--- src/design/snn_bus_pkg.sv ---
package snn_bus_pkg;

    localparam int WB_WIDTH = 32;

    typedef logic [WB_WIDTH-1:0] wb_addr_t;
    typedef logic [WB_WIDTH-1:0] wb_data_t;

    // each region spans 4 KiB with one byte-wide entry per 32-bit word
    localparam int REGION_LSB = 12;

    localparam wb_addr_t IMAGE_BASE  = 32'h3000_0000;
    localparam wb_addr_t WEIGHT_BASE = 32'h3000_1000;
    localparam wb_addr_t COUNT_BASE  = 32'h3000_3000;
    localparam wb_addr_t CTRL_ADDR   = 32'h3000_4000;

    // control word layout
    localparam int CTRL_EN_BIT   = 28;
    localparam int TIMESTEPS_LSB = 16;
    localparam int VTH_LSB       = 8;
    localparam int BETA_LSB      = 0;

endpackage

--- src/design/snn_net_pkg.sv ---
package snn_net_pkg;

    localparam int NUM_PIXELS  = 81;
    localparam int NUM_OUTPUTS = 10;
    localparam int NUM_WEIGHTS = NUM_PIXELS * NUM_OUTPUTS;

    typedef logic [7:0] pixel_t;
    typedef logic [7:0] weight_t;
    typedef logic [7:0] vmem_t;
    typedef logic [7:0] count_t;
    typedef logic [9:0] timestep_t;
    typedef logic [6:0] pixel_idx_t;
    typedef logic [3:0] out_idx_t;
    typedef logic [9:0] weight_addr_t;

    localparam timestep_t DEFAULT_TIMESTEPS = 10'd100;
    localparam pixel_t    LFSR_SEED         = 8'h5A;

    typedef enum logic [2:0] {
        IDLE,
        READ_PIXEL,
        ENCODE,
        POP_SPIKE,
        READ_WEIGHT,
        INTEGRATE,
        LEAK_FIRE,
        CHECK_END
    } ctrl_state_t;

endpackage

--- src/design/snn_wb_regs.sv ---
`timescale 1ns/1ps

module snn_wb_regs (
    input  logic                     clk,
    input  logic                     rst,
    input  logic                     wb_cyc_i,
    input  logic                     wb_stb_i,
    input  logic                     wb_we_i,
    input  snn_bus_pkg::wb_addr_t    wb_adr_i,
    input  snn_bus_pkg::wb_data_t    wb_dat_i,
    output logic                     wb_ack_o,
    output snn_bus_pkg::wb_data_t    wb_dat_o,
    input  logic                     done_i,
    input  snn_net_pkg::count_t      count_i,
    output snn_net_pkg::out_idx_t    count_idx_o,
    output logic                     image_we_o,
    output snn_net_pkg::pixel_idx_t  image_waddr_o,
    output logic                     weight_we_o,
    output snn_net_pkg::weight_addr_t weight_waddr_o,
    output snn_net_pkg::pixel_t      wdata_o,
    output logic                     infer_en_o,
    output snn_net_pkg::vmem_t       beta_o,
    output snn_net_pkg::vmem_t       vth_o,
    output snn_net_pkg::timestep_t   timesteps_o,
    output logic                     irq_o
);
    import snn_bus_pkg::*;
    import snn_net_pkg::*;

    logic                  req;
    logic                  in_image;
    logic                  in_weight;
    logic                  in_count;
    logic                  in_ctrl;
    logic [REGION_LSB-3:0] entry;
    wb_data_t              rdata;

    // new request only while no ack is pending
    assign req       = wb_cyc_i && wb_stb_i && !wb_ack_o;
    assign entry     = wb_adr_i[REGION_LSB-1:2];
    assign in_image  = wb_adr_i[WB_WIDTH-1:REGION_LSB] == IMAGE_BASE[WB_WIDTH-1:REGION_LSB];
    assign in_weight = wb_adr_i[WB_WIDTH-1:REGION_LSB] == WEIGHT_BASE[WB_WIDTH-1:REGION_LSB];
    assign in_count  = wb_adr_i[WB_WIDTH-1:REGION_LSB] == COUNT_BASE[WB_WIDTH-1:REGION_LSB];
    assign in_ctrl   = wb_adr_i == CTRL_ADDR;

    assign count_idx_o = out_idx_t'(entry);

    // unmapped reads return zero
    always_comb
    begin
        rdata = '0;
        if (in_count && entry < NUM_OUTPUTS)
            rdata[$bits(count_t)-1:0] = count_i;
        else if (in_ctrl)
        begin
            rdata[CTRL_EN_BIT]                          = infer_en_o;
            rdata[TIMESTEPS_LSB +: $bits(timestep_t)]   = timesteps_o;
            rdata[VTH_LSB +: $bits(vmem_t)]             = vth_o;
            rdata[BETA_LSB +: $bits(vmem_t)]            = beta_o;
        end
    end

    always_ff @(posedge clk)
    begin
        if (rst)
        begin
            wb_ack_o    <= 1'b0;
            image_we_o  <= 1'b0;
            weight_we_o <= 1'b0;
            infer_en_o  <= 1'b0;
            beta_o      <= '0;
            vth_o       <= '0;
            timesteps_o <= DEFAULT_TIMESTEPS;
            irq_o       <= 1'b0;
        end
        else
        begin
            wb_ack_o    <= req;
            image_we_o  <= req && wb_we_i && in_image && (entry < NUM_PIXELS);
            weight_we_o <= req && wb_we_i && in_weight && (entry < NUM_WEIGHTS);
            if (req && wb_we_i && in_ctrl)
            begin
                irq_o <= 1'b0;
                // fields are frozen while a run is active
                if (!infer_en_o)
                begin
                    infer_en_o  <= wb_dat_i[CTRL_EN_BIT];
                    timesteps_o <= wb_dat_i[TIMESTEPS_LSB +: $bits(timestep_t)];
                    vth_o       <= wb_dat_i[VTH_LSB +: $bits(vmem_t)];
                    beta_o      <= wb_dat_i[BETA_LSB +: $bits(vmem_t)];
                end
            end
            if (done_i)
            begin
                infer_en_o <= 1'b0;
                irq_o      <= 1'b1;
            end
        end
    end

    // write payload and read data captured on each request
    always_ff @(posedge clk)
    begin
        if (req)
        begin
            image_waddr_o  <= pixel_idx_t'(entry);
            weight_waddr_o <= entry;
            wdata_o        <= wb_dat_i[$bits(pixel_t)-1:0];
            wb_dat_o       <= rdata;
        end
    end

endmodule

--- config.mk ---
export PLATFORM = sky130hd
export DESIGN_NAME = snn_wb_regs
export DESIGN_NICKNAME = d
export VERILOG_FILES = /design/src/design/snn_bus_pkg.sv /design/src/design/snn_net_pkg.sv /design/src/design/snn_wb_regs.sv
export SDC_FILE = /design/constraint.sdc
export NUM_CORES = 1
export LEC_CHECK = 0
export ABC_AREA = 1
export BUFFER_PORTS_ARGS = -buffer_cell sky130_fd_sc_hd__buf_4
export CELL_PAD_IN_SITES_DETAIL_PLACEMENT = 0
export CELL_PAD_IN_SITES_GLOBAL_PLACEMENT = 1
export CORE_ASPECT_RATIO = 2
export CORE_UTILIZATION = 35
export DETAILED_ROUTE_END_ITERATION = 10
export GPL_TIMING_DRIVEN = 0
export PLACE_DENSITY = 0.95
export SLEW_MARGIN = 20
export SYNTH_ARGS = -nofsm -noshare
export SYNTH_HDL_FRONTEND = slang
export SYNTH_SLANG_ARGS = --single-unit
--- constraint.sdc ---
create_clock -name clk -period 2.9 [get_ports clk]
set_input_delay 0.58 -clock clk [delete_from_list [all_inputs] [get_ports clk]]
set_output_delay 0.58 -clock clk [all_outputs]
set_load 0.1 [all_outputs]
# --- Yosys cells after proc, flatten, opt, wreduce, memory -nomap -nowiden ---
# Cells that the tools add are included.
classes:
  order_cmp: 3
  n_eq_ne: 4
  muxes: 5
  n_bitwise: 2
  n_reduce_logical: 14
ops:
  columns: ["operator", "n"]
  rows:
  - ["== test 20 x 18 -> 1 bit, second input constant", 3]
  - ["== test 32 x 30 -> 1 bit, second input constant", 1]
  - ["2-to-1 mux 8 bit", 2]
  - ["< comparator 10 bit, second input constant", 1]
  - ["< comparator 10 x 4 -> 1 bit, second input constant", 1]
  - ["< comparator 10 x 7 -> 1 bit, second input constant", 1]
  - ["logical AND 1 bit", 9]
  - ["OR reduction 2 bit", 2]
  - ["2-to-1 mux 1 bit", 3]
  - ["NOT 1 bit", 2]
  - ["AND reduction 2 bit", 1]
  - ["nonzero test 2 bit", 1]
  - ["logical NOT 1 bit", 1]
totals:
  register_bits: 83
  out_inout_bits: 92
  word_cells: 41

# --- Logic depth before layout (Yosys ltp) ---
logic_depth:
  depth_word: 6
  ltp_mapped: 11
  mapped_depth_nobuf: 10

# --- Least setup slack after synthesis ---
# No wires, ideal clock.
synth_timing:
  path_kind: "reg2reg"
  from: "reg wb_ack_o"
  to: "reg image_waddr_o[0], enable pin"
  arrival_ns: 1.817
  path_slack_ns: 0.684
  stages_incl_launch_ff: 4
  period_less_slack_ns: 2.216
  path_cell_list: "dfxtp_1 > nor2_1 > nand2_1 > inv_1"
synth_via:
  elab_chain_len: 2
synth_rtl:
  columns: ["element", "line", "text"]
  rows:
  - ["from (decl)", "snn_wb_regs.sv:11", "output logic wb_ack_o,"]
  - ["from (signal assigned)", "snn_wb_regs.sv:78", "wb_ack_o <= req;"]
  - ["logical NOT 1 bit", "snn_wb_regs.sv:39", "assign req = wb_cyc_i && wb_stb_i && !wb_ack_o;"]
  - ["logical AND 1 bit", "snn_wb_regs.sv:39", null]
  - ["net req", "snn_wb_regs.sv:30", "logic req;"]
  - ["to (signal assigned)", "snn_wb_regs.sv:106", "image_waddr_o <= pixel_idx_t'(entry);"]
  - ["to (decl)", "snn_wb_regs.sv:17", "output snn_net_pkg::pixel_idx_t image_waddr_o,"]
# The timed path passes the listed nets, and every way through them passes these cells.
# A chain may end at the register's enable or synchronous reset.

# --- Worst setup path in the final report ---
layout_timing:
  from: "in wb_adr_i[11]"
  to: "reg wb_dat_o[3] (data pin)"
layout_via:
  elab_chain_len: 3
  word_cells_on_any_way: 5
  classes_between: "order compare (1); eq/ne (1); mux (2); reduce/logical (1)"
layout_rtl:
  columns: ["element", "line", "text"]
  rows:
  - ["from (decl)", "snn_wb_regs.sv:9", "input snn_bus_pkg::wb_addr_t wb_adr_i,"]
  - ["< comparator 10 x 4 -> 1 bit / == test 32 x 30 -> 1 bit (equally long branches)", "snn_wb_regs.sv:52, snn_wb_regs.sv:44", null]
  - ["logical AND 1 bit / 2-to-1 mux 8 bit (equally long branches)", "snn_wb_regs.sv:52, snn_wb_regs.sv:54", null]
  - ["2-to-1 mux 8 bit (*)", "snn_wb_regs.sv:52", "if (in_count && entry < NUM_OUTPUTS)"]
  - ["net rdata[3]", "snn_wb_regs.sv:36", "wb_data_t rdata;"]
  - ["to (signal assigned)", "snn_wb_regs.sv:109", "wb_dat_o <= rdata;"]
  - ["to (decl)", "snn_wb_regs.sv:12", "output snn_bus_pkg::wb_data_t wb_dat_o,"]
# Mark *: on every way through the listed nets, which the timed path passes. The rest lies on a longest branch.

==> metrics.md <==
| Metric | Value |
|---|---|
| Run status | complete, no violations |
| Tmin final | 1850 ps |
| Max Cap Viol | 0 |
| Final hold vios | 0 |
| CTS resizes | 0 |
| Setup TNS | 0 ps |
| Ys Warns | 0 |
| Root Driver | clkbuf_16 |
| Die Y | 142 um |
| Hold Crit Class | in2reg |
| Ports | 170 |
| LEAKAGE | 2.43 nW |
| CP endpoint kind | flop |
| Port-buffer cells | 159 |
| Seq cells post-synth | 76 |
| Req. time, crit path | 3080 ps |
| Cts hold-fix bufs | 0 |
| Mapped Area | 3430 um^2 |
| Final setup fails | 0 |
| Pre-antenna DRT Iters | 5 |
| Crit path arrival time | 2030 ps |
| Ant diodes | 0 |
| Worst setup SP type | input port |
| Share of cells above drive strength 1 | 34.8% |
| DIE WIDTH | 72.0 um |
| Synth unique cells | 26 |
| Worst Hold Depth | 1 |
| Relative slew slack | 58.2% |
| Sequential cell area | 1970 um^2 |
| Number of synthesized flops with an enable pin | 45 |
| Syn Area/Cell | 8.54 um^2 |
| # placed instances | 696 |
| First-pass GRT wire length | 14800 um |
| Clock transition at path regs | 50 ps |
| H-tree depth | 3 |
| Num rows | 50 |
| Total core area | 9450 um^2 |
| Final ANT Viol Nets | 0 |
| CTS tree | yes |
| Clk sink count | 76 |
| Final wirelength | 9630 um |
| GP Congestion | 0.849 |
| RSZ-0062 raised after global routing | false |
| Pins over their slew limit | 0 |
| CP Max Fanout | 10 |
| Pin count of the biggest net entering global routing | 31 |
| Clk_lat worst skew | 330 ps |
| Grt ovf | 0 |
| Seq/Total Area, Yosys | 57.4% |
| Peak supply drop | 0.266 mV |
| Util after Layout | 53.7% |
| Top_reg_cell synth | edfxtp_1 |
| Initial Utilization | 36.4% |
| Multi-input gate area | 962 um^2 |
| Layout filler cell count | 889 |
| Total power | 2.63 mW |
| Non-filler cells in the finished layout | 710 |
| Hpwl dp | 7570 um |
| Die area | 10200 um^2 |
| Drt drc | 0 |
| Clock skew | 4.93 ps |
| Worst slew pin tran | 624 ps |
| Final setup margin | 1050 ps |
| Global Route Usage Sum | 19.3% |
| Post-Place Worst Slack | 694 ps |
| Power Dens Cells | 518 nW/um^2 |
| Vias | 3155 |
| DR WL/cell | 13.6 um |
| Vias in the first global route | 3064 |
| Final nets | 655 |
| CTS buffer count | 9 |
| Synth Instances | 402 |
| Setup Buffers After CTS | 0 |
| Fraction of registers with async set/reset | 0% |
| Via/cell ratio | 4.44 |
| Initial antenna violation count | 0 |
| P&R area growth vs syn | 47.8% |
| Worst Reg2Reg Path Length in Cells | 6 |
| Critical path type | in2reg |
| DRT iter0 DRCs | 126 |
| F_max | 540 MHz |
| Final period utilization | 63.8% |
| CTS max path bufs | 2 |
worst max-delay path: stages:
cell,delay [ps]
buf_4,120
nor2_1,170
nand2_1,110
nor2_1,140
nand2_2,130
nor2_8,170
inv_2,120
clkbuf_1,280
o21ai_1,190
final timing paths:
path	slack [ps]	from	end
max	1050	wb_adr_i[11]	wb_dat_o[3]$_DFFE_PN_
min	440	wb_dat_i[5]	wdata_o[5]$_DFFE_PN_
max reg2reg	1220	infer_en_o$_SDFFE_PP0P_	beta_o[4]$_SDFFE_PP0P_
min reg2reg	460	irq_o$_SDFFE_PP0P_	irq_o$_SDFFE_PP0P_
sequential cells by signal, indices dropped and copies added, names as in the netlist:
register and flops:
timesteps_o 10, weight_waddr_o 4, image_we_o 1, weight_we_o 1, beta_o 8, image_waddr_o 6
vth_o 8, wb_ack_o 1, infer_en_o 1, wb_dat_o 27, irq_o 1, wdata_o 8
power breakdown:
group          switching (mW)  total [mW]  internal [mW]  leakage [nW]
registers             0.00931        1.18           1.17         0.671
logic                   0.356       0.489          0.133          1.64
clock network           0.397       0.963          0.566         0.121
total                   0.762        2.63           1.87          2.43
synthesized netlist by cell type, types with 2 or more instances:
cell	count	area share, %
o21ai_1	5	0.73
buf_2	4	0.58
nand2_1	69	7.5
nand3_1	13	1.9
clkbuf_1	7	0.77
o21ai_0	6	0.87
edfxtp_1	45	39
nor2_2	2	0.36
buf_4	16	3.5
clkinv_1	2	0.22
dfxtp_1	31	18
inv_1	83	9.1
nand4_1	28	5.1
nor2_1	76	8.3
a21oi_1	2	0.29
buf_6	2	0.66
nor3b_1	2	0.44
routing by layer:
layer | track usage, % | vias up | wire length [um]
met4 | 10.5 | 0 | 378
li1 | - | 1578 | -
met5 | 0 | - | 0
met2 | 35.9 | 127 | 5340
met3 | 3.54 | 21 | 429
met1 | 19.9 | 1429 | 3480
final cells by class:
class                           instances  area share [%]
Clock inverter                          3           0.345
Timing Repair Buffer                  160            23.9
Multi-Input combinational cell        214            19.0
Tap cell                              130            3.20
Inverter                               86            6.36
Sequential cell                        76            38.8
Buffer                                 30            3.80
Clock buffer                           11            4.58
metrics by stage:
| step | hold slack (ps) | cell area [um^2] |
|---|---|---|
| finish | 436 | 5080 |
| global route | 421 | 5080 |
| CTS | 425 | 5080 |
| detailed placement | 453 | 4830 |
| global placement | 447 | 4810 |
| floorplan | 649 | 3450 |
cell usage in the layout, fill, tap and decap left out, types with 5 or more instances in the layout:
cell type  netlist  final
clkbuf_1         7      9
o21ai_0          6      6
conb_1           1      5
clkbuf_16        0      9
nand3_1         13     13
nor2_1          76     76
edfxtp_1        45     45
nand4_1         28     28
dfxtp_1         31     31
nand2_1         69     69
inv_1           83     82
buf_4           16    175
o21ai_1          5      5
logic make-up (layout without fill, tap and decap cells):
family	Yosys count	count (layout)	share of synthesized area, %
AO/OA/AOI/OAI	14	14	2.08
AND/OR/NAND/NOR	195	195	25.4
other	1	5	0.109
buffers and inverters	116	290	15.0
flip-flops	76	76	57.4
Power figures use the tool's default switching activity.
